**src/source/hqc_pkg.sv**
```systemverilog
`default_nettype none

package hqc_pkg;

    // polynomial ring GF(2)[x]/(x^N - 1)
    localparam int N = 97;
    localparam int WEIGHT = 6;
    localparam int LOC_W = 7;
    localparam int IDX_W = 3;

    // repetition code, 8 bits x 12 copies, bit 96 stays zero
    localparam int MSG_W = 8;
    localparam int REP = 12;

    // bus words per dense vector
    localparam int WORD_W = 32;
    localparam int POLY_WORDS = 4;

    typedef logic [N-1:0] poly_t;
    typedef logic [LOC_W-1:0] loc_t;

    // word addresses on the wishbone port
    localparam logic [5:0] ADDR_CTRL = 6'd0;
    localparam logic [5:0] ADDR_H = 6'd1;
    localparam logic [5:0] ADDR_S = 6'd5;
    localparam logic [5:0] ADDR_R1 = 6'd9;
    localparam logic [5:0] ADDR_R2 = 6'd15;
    localparam logic [5:0] ADDR_E = 6'd21;
    localparam logic [5:0] ADDR_MSG = 6'd27;
    localparam logic [5:0] ADDR_U = 6'd28;
    localparam logic [5:0] ADDR_V = 6'd32;

    // tag carried by a product through the pipeline
    typedef enum logic {
        JOB_U,
        JOB_V
    } job_t;

    typedef enum logic [1:0] {
        SEQ_IDLE,
        SEQ_ISSUE_U,
        SEQ_ISSUE_V,
        SEQ_WAIT
    } seq_state_t;

endpackage

`default_nettype wire

```
**src/source/encrypt_regs.sv**
```systemverilog
`timescale 1ns/1ps
`default_nettype none

module encrypt_regs (
    input  wire logic                      clk,
    input  wire logic                      rst,
    input  wire logic                      wb_cyc,
    input  wire logic                      wb_stb,
    input  wire logic                      wb_we,
    input  wire logic [5:0]                wb_adr,
    input  wire logic [31:0]               wb_dat_i,
    output logic [31:0]                    wb_dat_o,
    output logic                           wb_ack,
    output logic                           job_valid,
    input  wire logic                      job_ready,
    output hqc_pkg::job_t                  job_tag,
    output hqc_pkg::poly_t                 job_dense,
    input  wire logic [hqc_pkg::IDX_W-1:0] mult_idx,
    output hqc_pkg::loc_t                  mult_loc,
    input  wire logic [hqc_pkg::IDX_W-1:0] add_idx,
    input  wire logic                      add_sel_e,
    output hqc_pkg::loc_t                  add_loc,
    output logic [hqc_pkg::MSG_W-1:0]      msg,
    input  wire logic                      res_valid,
    input  wire hqc_pkg::job_t             res_tag,
    input  wire hqc_pkg::poly_t            res
);
    import hqc_pkg::*;

    localparam int PAD_W = POLY_WORDS * WORD_W;

    poly_t h_reg;
    poly_t s_reg;
    poly_t u_reg;
    poly_t v_reg;
    loc_t r1_loc [WEIGHT];
    loc_t r2_loc [WEIGHT];
    loc_t e_loc [WEIGHT];
    logic [MSG_W-1:0] msg_reg;
    seq_state_t state;
    logic busy;
    logic done;
    logic access;
    logic wr;
    logic op_wr;
    logic start_req;
    logic [31:0] rd_data;
    logic [5:0] off_h;
    logic [5:0] off_s;
    logic [5:0] off_r1;
    logic [5:0] off_r2;
    logic [5:0] off_e;
    logic [5:0] off_u;
    logic [5:0] off_v;
    logic in_h;
    logic in_s;
    logic in_r1;
    logic in_r2;
    logic in_e;
    logic in_u;
    logic in_v;

    // word k of a dense vector with the upper word zero padded
    function automatic logic [31:0] poly_word(poly_t p, logic [1:0] k);
        logic [PAD_W-1:0] pad;
        pad = PAD_W'(p);
        return pad[k*WORD_W +: WORD_W];
    endfunction

    function automatic poly_t poly_set(poly_t p, logic [1:0] k, logic [31:0] d);
        logic [PAD_W-1:0] pad;
        pad = PAD_W'(p);
        pad[k*WORD_W +: WORD_W] = d;
        return pad[N-1:0];
    endfunction

    assign access = wb_cyc && wb_stb && !wb_ack;
    assign wr = access && wb_we;
    // operands are frozen while a job runs
    assign op_wr = wr && !busy;
    assign start_req = op_wr && (wb_adr == ADDR_CTRL) && wb_dat_i[0];

    assign off_h = wb_adr - ADDR_H;
    assign off_s = wb_adr - ADDR_S;
    assign off_r1 = wb_adr - ADDR_R1;
    assign off_r2 = wb_adr - ADDR_R2;
    assign off_e = wb_adr - ADDR_E;
    assign off_u = wb_adr - ADDR_U;
    assign off_v = wb_adr - ADDR_V;

    assign in_h = (wb_adr >= ADDR_H) && (wb_adr < ADDR_S);
    assign in_s = (wb_adr >= ADDR_S) && (wb_adr < ADDR_R1);
    assign in_r1 = (wb_adr >= ADDR_R1) && (wb_adr < ADDR_R2);
    assign in_r2 = (wb_adr >= ADDR_R2) && (wb_adr < ADDR_E);
    assign in_e = (wb_adr >= ADDR_E) && (wb_adr < ADDR_MSG);
    assign in_u = (wb_adr >= ADDR_U) && (wb_adr < ADDR_V);
    assign in_v = (wb_adr >= ADDR_V) && (wb_adr < ADDR_V + 6'(POLY_WORDS));

    always_comb begin
        rd_data = '0;
        if (wb_adr == ADDR_CTRL) rd_data = {30'b0, done, busy};
        else if (in_h) rd_data = poly_word(h_reg, off_h[1:0]);
        else if (in_s) rd_data = poly_word(s_reg, off_s[1:0]);
        else if (in_r1) rd_data = 32'(r1_loc[off_r1[IDX_W-1:0]]);
        else if (in_r2) rd_data = 32'(r2_loc[off_r2[IDX_W-1:0]]);
        else if (in_e) rd_data = 32'(e_loc[off_e[IDX_W-1:0]]);
        else if (wb_adr == ADDR_MSG) rd_data = 32'(msg_reg);
        else if (in_u) rd_data = poly_word(u_reg, off_u[1:0]);
        else if (in_v) rd_data = poly_word(v_reg, off_v[1:0]);
    end

    always_ff @(posedge clk) begin
        if (rst) wb_ack <= 1'b0;
        else wb_ack <= access;
    end

    always_ff @(posedge clk) begin
        if (access) wb_dat_o <= rd_data;
    end

    // operand and message registers
    always_ff @(posedge clk) begin
        if (rst) begin
            h_reg <= '0;
            s_reg <= '0;
            msg_reg <= '0;
            for (int i = 0; i < WEIGHT; i++) begin
                r1_loc[i] <= '0;
                r2_loc[i] <= '0;
                e_loc[i] <= '0;
            end
        end else if (op_wr) begin
            if (in_h) h_reg <= poly_set(h_reg, off_h[1:0], wb_dat_i);
            if (in_s) s_reg <= poly_set(s_reg, off_s[1:0], wb_dat_i);
            if (in_r1) r1_loc[off_r1[IDX_W-1:0]] <= wb_dat_i[LOC_W-1:0];
            if (in_r2) r2_loc[off_r2[IDX_W-1:0]] <= wb_dat_i[LOC_W-1:0];
            if (in_e) e_loc[off_e[IDX_W-1:0]] <= wb_dat_i[LOC_W-1:0];
            if (wb_adr == ADDR_MSG) msg_reg <= wb_dat_i[MSG_W-1:0];
        end
    end

    // result capture by tag
    always_ff @(posedge clk) begin
        if (rst) begin
            u_reg <= '0;
            v_reg <= '0;
        end else if (res_valid) begin
            if (res_tag == JOB_U) u_reg <= res;
            else v_reg <= res;
        end
    end

    // job sequencer issues the u job then the v job back to back
    always_ff @(posedge clk) begin
        if (rst) begin
            state <= SEQ_IDLE;
            done <= 1'b0;
        end else begin
            case (state)
                SEQ_IDLE: begin
                    if (start_req) begin
                        state <= SEQ_ISSUE_U;
                        done <= 1'b0;
                    end
                end
                SEQ_ISSUE_U: if (job_ready) state <= SEQ_ISSUE_V;
                SEQ_ISSUE_V: if (job_ready) state <= SEQ_WAIT;
                SEQ_WAIT: begin
                    // v is the last result out of the pipeline
                    if (res_valid && res_tag == JOB_V) begin
                        state <= SEQ_IDLE;
                        done <= 1'b1;
                    end
                end
                default: state <= SEQ_IDLE;
            endcase
        end
    end

    assign busy = (state != SEQ_IDLE);
    assign job_valid = (state == SEQ_ISSUE_U) || (state == SEQ_ISSUE_V);
    assign job_tag = (state == SEQ_ISSUE_V) ? JOB_V : JOB_U;
    assign job_dense = (state == SEQ_ISSUE_V) ? s_reg : h_reg;

    assign mult_loc = r2_loc[mult_idx];
    assign add_loc = add_sel_e ? e_loc[add_idx] : r1_loc[add_idx];
    assign msg = msg_reg;

    // both products leave the pipeline only after the v job was issued
    result_while_waiting: assert property (@(posedge clk) disable iff (rst)
        res_valid |-> (state == SEQ_WAIT))
        else $error("result arrived while the sequencer was not waiting");

endmodule

`default_nettype wire

```
**src/source/sparse_mult.sv**
```systemverilog
`timescale 1ns/1ps
`default_nettype none

module sparse_mult (
    input  wire logic                      clk,
    input  wire logic                      rst,
    input  wire logic                      job_valid,
    output logic                           job_ready,
    input  wire hqc_pkg::job_t             job_tag,
    input  wire hqc_pkg::poly_t            job_dense,
    output logic [hqc_pkg::IDX_W-1:0]      mult_idx,
    input  wire hqc_pkg::loc_t             mult_loc,
    output logic                           prod_valid,
    input  wire logic                      prod_ready,
    output hqc_pkg::job_t                  prod_tag,
    output hqc_pkg::poly_t                 prod
);
    import hqc_pkg::*;

    poly_t dense;
    poly_t acc;
    poly_t rot;
    job_t tag;
    logic busy;
    logic [IDX_W-1:0] cnt;

    // cyclic left rotation by the current location
    assign rot = (dense << mult_loc) | (dense >> (N - int'(mult_loc)));

    // a new job may load in the same cycle the old product leaves
    assign job_ready = !busy && (!prod_valid || prod_ready);

    always_ff @(posedge clk) begin
        if (rst) begin
            busy <= 1'b0;
            prod_valid <= 1'b0;
            cnt <= '0;
        end else begin
            if (prod_valid && prod_ready) prod_valid <= 1'b0;
            if (job_valid && job_ready) begin
                busy <= 1'b1;
                cnt <= '0;
            end else if (busy) begin
                if (cnt == IDX_W'(WEIGHT)) begin
                    busy <= 1'b0;
                    prod_valid <= 1'b1;
                end else begin
                    cnt <= cnt + 1'b1;
                end
            end
        end
    end

    always_ff @(posedge clk) begin
        if (job_valid && job_ready) begin
            dense <= job_dense;
            tag <= job_tag;
            acc <= '0;
        end else if (busy && cnt != IDX_W'(WEIGHT)) begin
            acc <= acc ^ rot;
        end
    end

    assign mult_idx = cnt;
    assign prod = acc;
    assign prod_tag = tag;

    loc_in_range: assert property (@(posedge clk) disable iff (rst)
        (busy && cnt != IDX_W'(WEIGHT)) |-> (int'(mult_loc) < N))
        else $error("r2 location out of range");

endmodule

`default_nettype wire

```
**src/source/sparse_add.sv**
```systemverilog
`timescale 1ns/1ps
`default_nettype none

module sparse_add (
    input  wire logic                      clk,
    input  wire logic                      rst,
    input  wire logic                      prod_valid,
    output logic                           prod_ready,
    input  wire hqc_pkg::job_t             prod_tag,
    input  wire hqc_pkg::poly_t            prod,
    output logic [hqc_pkg::IDX_W-1:0]      add_idx,
    output logic                           add_sel_e,
    input  wire hqc_pkg::loc_t             add_loc,
    output logic                           sum_valid,
    output hqc_pkg::job_t                  sum_tag,
    output hqc_pkg::poly_t                 sum
);
    import hqc_pkg::*;

    poly_t acc;
    job_t tag;
    logic busy;
    logic [IDX_W-1:0] cnt;

    assign prod_ready = !busy;

    always_ff @(posedge clk) begin
        if (rst) begin
            busy <= 1'b0;
            sum_valid <= 1'b0;
            cnt <= '0;
        end else begin
            sum_valid <= 1'b0;
            if (prod_valid && prod_ready) begin
                busy <= 1'b1;
                cnt <= '0;
            end else if (busy) begin
                cnt <= cnt + 1'b1;
                // last flip, single cycle pulse
                if (cnt == IDX_W'(WEIGHT - 1)) begin
                    busy <= 1'b0;
                    sum_valid <= 1'b1;
                end
            end
        end
    end

    always_ff @(posedge clk) begin
        if (prod_valid && prod_ready) begin
            acc <= prod;
            tag <= prod_tag;
        end else if (busy) begin
            acc <= acc ^ (poly_t'(1) << add_loc);
        end
    end

    // u adds r1, v adds e
    assign add_sel_e = (tag == JOB_V);
    assign add_idx = cnt;
    assign sum = acc;
    assign sum_tag = tag;

    loc_in_range: assert property (@(posedge clk) disable iff (rst)
        busy |-> (int'(add_loc) < N))
        else $error("r1/e location out of range");

endmodule

`default_nettype wire

```
**src/source/codeword_add.sv**
```systemverilog
`timescale 1ns/1ps
`default_nettype none

module codeword_add (
    input  wire logic                      clk,
    input  wire logic                      rst,
    input  wire logic [hqc_pkg::MSG_W-1:0] msg,
    input  wire logic                      sum_valid,
    input  wire hqc_pkg::job_t             sum_tag,
    input  wire hqc_pkg::poly_t            sum,
    output logic                           res_valid,
    output hqc_pkg::job_t                  res_tag,
    output hqc_pkg::poly_t                 res
);
    import hqc_pkg::*;

    poly_t codeword;

    // each message bit fills REP consecutive positions
    always_comb begin
        codeword = '0;
        for (int i = 0; i < MSG_W * REP; i++) begin
            codeword[i] = msg[i / REP];
        end
    end

    always_ff @(posedge clk) begin
        if (rst) res_valid <= 1'b0;
        else res_valid <= sum_valid;
    end

    always_ff @(posedge clk) begin
        if (sum_valid) begin
            res_tag <= sum_tag;
            res <= (sum_tag == JOB_V) ? (sum ^ codeword) : sum;
        end
    end

endmodule

`default_nettype wire

```
**src/source/hqc_encrypt.sv**
```systemverilog
`timescale 1ns/1ps
`default_nettype none

module hqc_encrypt (
    input  wire logic        clk,
    input  wire logic        rst,
    input  wire logic        wb_cyc,
    input  wire logic        wb_stb,
    input  wire logic        wb_we,
    input  wire logic [5:0]  wb_adr,
    input  wire logic [31:0] wb_dat_i,
    output logic [31:0]      wb_dat_o,
    output logic             wb_ack
);
    import hqc_pkg::*;

    // job issue
    logic job_valid;
    logic job_ready;
    job_t job_tag;
    poly_t job_dense;
    logic [IDX_W-1:0] mult_idx;
    loc_t mult_loc;

    // multiply to add hand-off
    logic prod_valid;
    logic prod_ready;
    job_t prod_tag;
    poly_t prod;
    logic [IDX_W-1:0] add_idx;
    logic add_sel_e;
    loc_t add_loc;

    // add to codeword stage, then results
    logic sum_valid;
    job_t sum_tag;
    poly_t sum;
    logic [MSG_W-1:0] msg;
    logic res_valid;
    job_t res_tag;
    poly_t res;

    encrypt_regs regs (
        .clk(clk), .rst(rst),
        .wb_cyc(wb_cyc), .wb_stb(wb_stb), .wb_we(wb_we), .wb_adr(wb_adr),
        .wb_dat_i(wb_dat_i), .wb_dat_o(wb_dat_o), .wb_ack(wb_ack),
        .job_valid(job_valid), .job_ready(job_ready), .job_tag(job_tag),
        .job_dense(job_dense), .mult_idx(mult_idx), .mult_loc(mult_loc),
        .add_idx(add_idx), .add_sel_e(add_sel_e), .add_loc(add_loc),
        .msg(msg), .res_valid(res_valid), .res_tag(res_tag), .res(res)
    );

    sparse_mult mult (
        .clk(clk), .rst(rst),
        .job_valid(job_valid), .job_ready(job_ready), .job_tag(job_tag),
        .job_dense(job_dense), .mult_idx(mult_idx), .mult_loc(mult_loc),
        .prod_valid(prod_valid), .prod_ready(prod_ready), .prod_tag(prod_tag),
        .prod(prod)
    );

    sparse_add add (
        .clk(clk), .rst(rst),
        .prod_valid(prod_valid), .prod_ready(prod_ready), .prod_tag(prod_tag),
        .prod(prod), .add_idx(add_idx), .add_sel_e(add_sel_e), .add_loc(add_loc),
        .sum_valid(sum_valid), .sum_tag(sum_tag), .sum(sum)
    );

    codeword_add cw_add (
        .clk(clk), .rst(rst), .msg(msg),
        .sum_valid(sum_valid), .sum_tag(sum_tag), .sum(sum),
        .res_valid(res_valid), .res_tag(res_tag), .res(res)
    );

endmodule

`default_nettype wire

```
**config.mk**
```make
export PLATFORM = sky130hd
export DESIGN_NAME = hqc_encrypt
export DESIGN_NICKNAME = d
export VERILOG_FILES = /design/src/source/hqc_pkg.sv /design/src/source/encrypt_regs.sv /design/src/source/sparse_mult.sv /design/src/source/sparse_add.sv /design/src/source/codeword_add.sv /design/src/source/hqc_encrypt.sv
export SDC_FILE = /design/constraint.sdc
export NUM_CORES = 2
export LEC_CHECK = 0
export BUFFER_PORTS_ARGS = -buffer_cell sky130_fd_sc_hd__buf_2
export CORE_MARGIN = 10
export CORE_UTILIZATION = 45
export DETAILED_ROUTE_END_ITERATION = 12
export PLACE_DENSITY = 0.59
export SETUP_SLACK_MARGIN = 0.02
export SLEW_MARGIN = 10
export SYNTH_ARGS = -nofsm -noshare
export SYNTH_HDL_FRONTEND = slang
export SYNTH_SLANG_ARGS = --single-unit
```
**constraint.sdc**
```tcl
create_clock -name clk -period 6.2 [get_ports clk]
set_input_delay 0.62 -clock clk [delete_from_list [all_inputs] [get_ports clk]]
set_output_delay 0.62 -clock clk [all_outputs]
set_load 0.05 [all_outputs]
```
# After elaboration in Yosys (flattened, before gate mapping)
# Memory sizes are Yosys's and may differ from the RTL's. A register that Yosys moved wholly into a read port is not among the register bits.
# Index checks and enable logic that the tools add are counted.
# classes
n_lt_le_gt_ge	14
n_addsub	12
reduce_logical	44
bitwise	7
shifts	11
mux	65
n_eq_ne	11
# op_table
cell	n
variable part select 128 x 8 -> 32 bit	4
2-to-1 mux 97 bit	4
bitwise mux 128 bit	2
2-to-1 mux 32 bit	8
variable shift 32 x 34 -> 128 bit (first input constant)	2
variable part select 32 x 34 -> 128 bit	2
XOR 97 bit	2
bitwise OR 97 bit	1
left shift 1 x 7 -> 97 bit (first input constant)	1
left shift 97 x 7 -> 97 bit	1
right shift 97 x 32 -> 97 bit	1
XOR 97 x 96 -> 97 bit	1
negator 7 -> 34 bit	2
2-to-1 mux 1 bit	31
2-to-1 mux 7 bit	4
2-to-1 mux 3 bit	9
OR reduction 7 bit	3
logical AND 1 bit	18
greater-or-equal comparator 6 x 4 -> 1 bit (second input constant)	2
greater-or-equal comparator 6 x 5 -> 1 bit (second input constant)	2
less-than comparator 6 x 4 -> 1 bit (second input constant)	2
less-than comparator 6 x 5 -> 1 bit (second input constant)	2
less-than comparator 6 bit (second input constant)	2
AND reduction 2 bit	6
other kinds (28)	52
# word_totals
input_bits	43
wordCells	191
n_memories	3
ramBits	126
register_bits	834
out_inout_bits	33
# mem_list
memory	words	word_bits	read_ports	rd_ports_with_merged_regs	wr	line	rtl
regs.e_loc	6	7	2	1	6	encrypt_regs.sv:38	loc_t e_loc [WEIGHT];
regs.r1_loc	6	7	2	1	6	encrypt_regs.sv:36	loc_t r1_loc [WEIGHT];
regs.r2_loc	6	7	2	1	6	encrypt_regs.sv:37	loc_t r2_loc [WEIGHT];

# Depth between registers and ports, before layout
# depth
word_depth	11
depth_mapped	22
depth_no_buf	13

# By module
# From an unflattened synthesis, not the netlist that was laid out.
# hier_totals
hier_cells	6094
area_unflattened_um2	61585.3
# modules_own_cells
module	n_inst	cells_each	area_per_inst_um2
encrypt_regs	1	3003	28887.7
sparse_mult	1	2280	23043.4
sparse_add	1	598	5713.0
codeword_add	1	213	3941.3

# Worst setup path after synthesis
# No wires, ideal clock.
# synth_timing
path_type	flip-flop to flip-flop
start	register (tool-made name)
end	register mult.acc[17], in the netlist mult.prod[17]
t_required_ps	6065
stages_incl_launch_ff	22
slack_ps	797
arrival_time_ps	5268
path_cell_list	dfxtp_1 -> buf_2 -> buf_6 -> mux4_2 -> mux2_2 -> inv_2 -> buf_6 -> buf_4 -> buf_4 -> buf_2 -> ha_1 -> inv_1 -> buf_1 -> buf_1 -> clkbuf_1 -> mux4_2 -> o22ai_1 -> nand2_1 -> a21oi_1 -> nor2_1 -> o311ai_0 -> o41ai_1
# synth_lines
element	line	rtl
end signal, assigned	sparse_mult.sv:60	acc <= acc ^ rot;
end, declared	sparse_mult.sv:21	poly_t acc;

==> reports/results.ini <==
[run_status]
status=completed

[logic_synthesis]
syn_avg_cell_area_sq_um=9.74
netlist_area_sq_um=58300
ys_types=88
ys_warn_count=0
synth_flop_cell=dfxtp_1
postSynthCellCount=5982
synth_edf_count=494
synthArstFlopShare_pct=0
synth_nets=6041
ys_seq_elements=1008
yosysSeqAreaShare_pct=43.1

[cts]
clock-sinks=1008
cts_hold_buf=0
clk_pin_slew_ns=0.07
cts.repair.resized=0
cts_made_buffers=112
clkLatencyLatePin_ns=0.79
cts_tree=built
post_cts_buffers=0
clk_path_buf_depth=3
cts_root_buffer=clkbuf_16
cts_max_level=3

[drt]
drtIter0Drc=8155
ant_nets=0
dr_total_vias=51500
vias_per_cell=6.62
wirelength_mm=273
wl_per_cell_um=35.1
drc=0
drtPass1Iterations=6

[layout]
multi_input_area_sq_um=31100
nets=6004
final_cells=7782
area_growth_pct=11.7
nFillCells=11700
layout-drive-gt1-share_pct=17.2
regArea_sq_um=25100

[global_routing]
grt_pass1_vias=47800
antenna_found_initial=22
grt_first_pass_wirelength_mm=381
grt_overflow=0
groute.usage.overall_pct=36.2
grt_max_degree=209

[sta]
clock.fmax_ghz=0.169
finalMaxSlewViolations=0
hold_viol=0
rsz0062_at_grt=false
slew_headroom_pct=6.88
setup_viol=0
finClkSkew_ns=0.0628
fin_crit_sh_pct=95.5
layout_min_cycle_time_ns=5.92
finalSetupTns_ns=0
worstMarginPinSlew_ns=1.40

[worst_setup_path]
critPathCapture=mult.prod[24]
crit_type=reg2reg
startpoint_type=flop
arrival_ns=6.62
worst_r2r_path_depth=14
crit_required_ns=6.90
endpoint_kind=flop
ff2ff_setup_slack_ns=0.28
r2r_end=mult.prod[24]
path_max_fanout=36

[pwr]
p_leak_nw=22.4
seqPwrFrac_pct=28.8
peakVddDrop_mv=0.303
clockPowerShare_pct=25.1
p_sw_share_pct=44.9
switchingPower_mw=12.5
power_frac_comb_pct=46.1
power_density_nw_per_um2=428
intPower_mw=15.3

[min_path]
worstHoldStart=wb_dat_i[30]
hold_path.class=in2reg
min_path_cells=3

[placement]
portBuffers=75
dpl.cell_count=7560
hpwl_mm=197
place.gp.congestion=1.13

[floorplan]
ios=76
die_area_sq_um=144000
die_w_um=380
start_util_pct=45.5
die_height_um=380
core_sq_um=128000
rows=131

[job]
cap_violations=0

-- area by class of cell --
cell class              count  share of cell area, %
multi-input cells        4430                   47.7
flip-flops and latches   1008                   38.6
clock buffers             162                   5.01
repair buffers            347                   4.02
well taps                1729                   3.33
clock inverters            52                  0.950
inverters                  46                  0.287
diodes                      8                 0.0308
-- cell usage after synthesis, drive strengths merged (5+ instances only) --
master	n	share of area, %
a211oi	68	0.89
or3	14	0.15
clkbuf	349	2.2
nand4	10	0.11
ha	16	0.34
a22oi	117	1.5
nor2b	12	0.13
nand2	1058	6.8
a311oi	5	0.075
mux2i	465	8.1
or2	13	0.14
o32ai	6	0.090
and2	74	0.79
o21ai	285	2.4
o31ai	12	0.15
and3	39	0.42
a31oi	24	0.26
a221oi	26	0.40
edfxtp	494	25
xor2	96	1.4
dfxtp	514	18
nor3	81	0.70
o21a	9	0.12
nor4	6	0.075
a32oi	17	0.26
o22ai	93	1.0
o2bb2ai	10	0.15
o22a	14	0.21
a22o	12	0.18
xnor2	137	2.1
a2111oi	12	0.19
mux4	212	8.2
a21o	6	0.077
inv	46	0.30
mux2	218	4.2
a211o	11	0.17
o221ai	37	0.56
nand3	294	2.5
nor2	321	2.1
buf	149	1.5
nand2b	20	0.21
o211ai	18	0.23
a2bb2oi	7	0.11
a21oi	507	4.4
-- how the worst min path moves through the flow --
stage,endpoint
detailed placement,add.add_sel_e
global route,regs.h_reg[30]
floorplan,add.add_sel_e
CTS,regs.s_reg[29]
global placement,add.add_sel_e
finish,regs.s_reg[30]
-- layer usage --
metal	track usage [%]	vias up	part of all wire [%]	wire length (um)
li1	-	21900	-	-
met1	49.4	25700	41	111000
met2	53.5	3348	43	117000
met3	8.86	612	11	28800
met4	17.7	22	5.7	15700
met5	0	-	0.054	147
-- placed cells by master, fill, tap and decap left out, types with 16 or more instances in the layout --
| cell | count |
|---|---|
| xnor2_1 | 130 |
| a32oi_1 | 16 |
| dfxtp_1 | 512 |
| clkinv_2 | 23 |
| a221oi_1 | 25 |
| and2_1 | 72 |
| clkbuf_16 | 119 |
| buf_2 | 72 |
| o21ai_0 | 277 |
| a31oi_1 | 24 |
| nand3_1 | 292 |
| nand2_1 | 1054 |
| nor3_1 | 79 |
| o211ai_1 | 18 |
| xor2_1 | 96 |
| mux2i_1 | 448 |
| a21oi_1 | 507 |
| buf_4 | 259 |
| mux4_2 | 210 |
| mux2_2 | 213 |
| a22oi_1 | 114 |
| o22ai_1 | 92 |
| clkbuf_1 | 31 |
| a211oi_1 | 66 |
| and3_1 | 34 |
| nand2b_1 | 19 |
| inv_1 | 41 |
| o221ai_1 | 37 |
| nor2_1 | 314 |
| edfxtp_1 | 494 |
-- worst max-delay path, stage by stage (launching register included) --
cell      delay [ns]
dfxtp_1         0.67
buf_4           0.30
nor2_1          0.08
a22o_1          0.39
nor2_8          0.35
buf_12          0.35
buf_4           0.29
mux2i_1         0.91
mux2i_1         0.27
mux4_2          0.73
a22oi_1         0.68
o211ai_1        0.28
a21oi_1         0.28
o211ai_1        0.11
o31ai_1         0.10
-- power by group through the flow --
stage	clock [mW]	sequential, mW	combinational, mW
floorplan	0	7.76	6.63
global placement	0	8.11	12.3
detailed placement	0	8.11	12.0
CTS	7.03	7.97	12.1
global route	7.30	8.02	12.8
finish	6.98	8.01	12.8
-- metrics by stage --
stage	utilization [%]	cell area (sq um)	setup WS (ns)	hold slack (ns)	power, mW
5_1_grt	50.8	65000	0.185	0.152	28.1
3_3_place_gp	47.7	61100	0.0345	0.405	20.4
4_1_cts	50.8	65000	0.432	0.116	27.1
2_1_floorplan	-	58300	0.797	0.400	14.4
3_5_place_dp	47.8	61100	0.412	0.407	20.1
6_report	50.8	65000	0.279	0.153	27.8
-- cells by family after synthesis --
group	synth area share [%]
and+or+nand+nor	14.3
AOI/OAI and AO/OA	14.1
DFF	43.1
muxes	20.5
buffers and inverters	4.04
xor gates and xnor gates	3.57
adders and majority gates	0.344
Note: power is estimated with default switching activity, not from simulation.
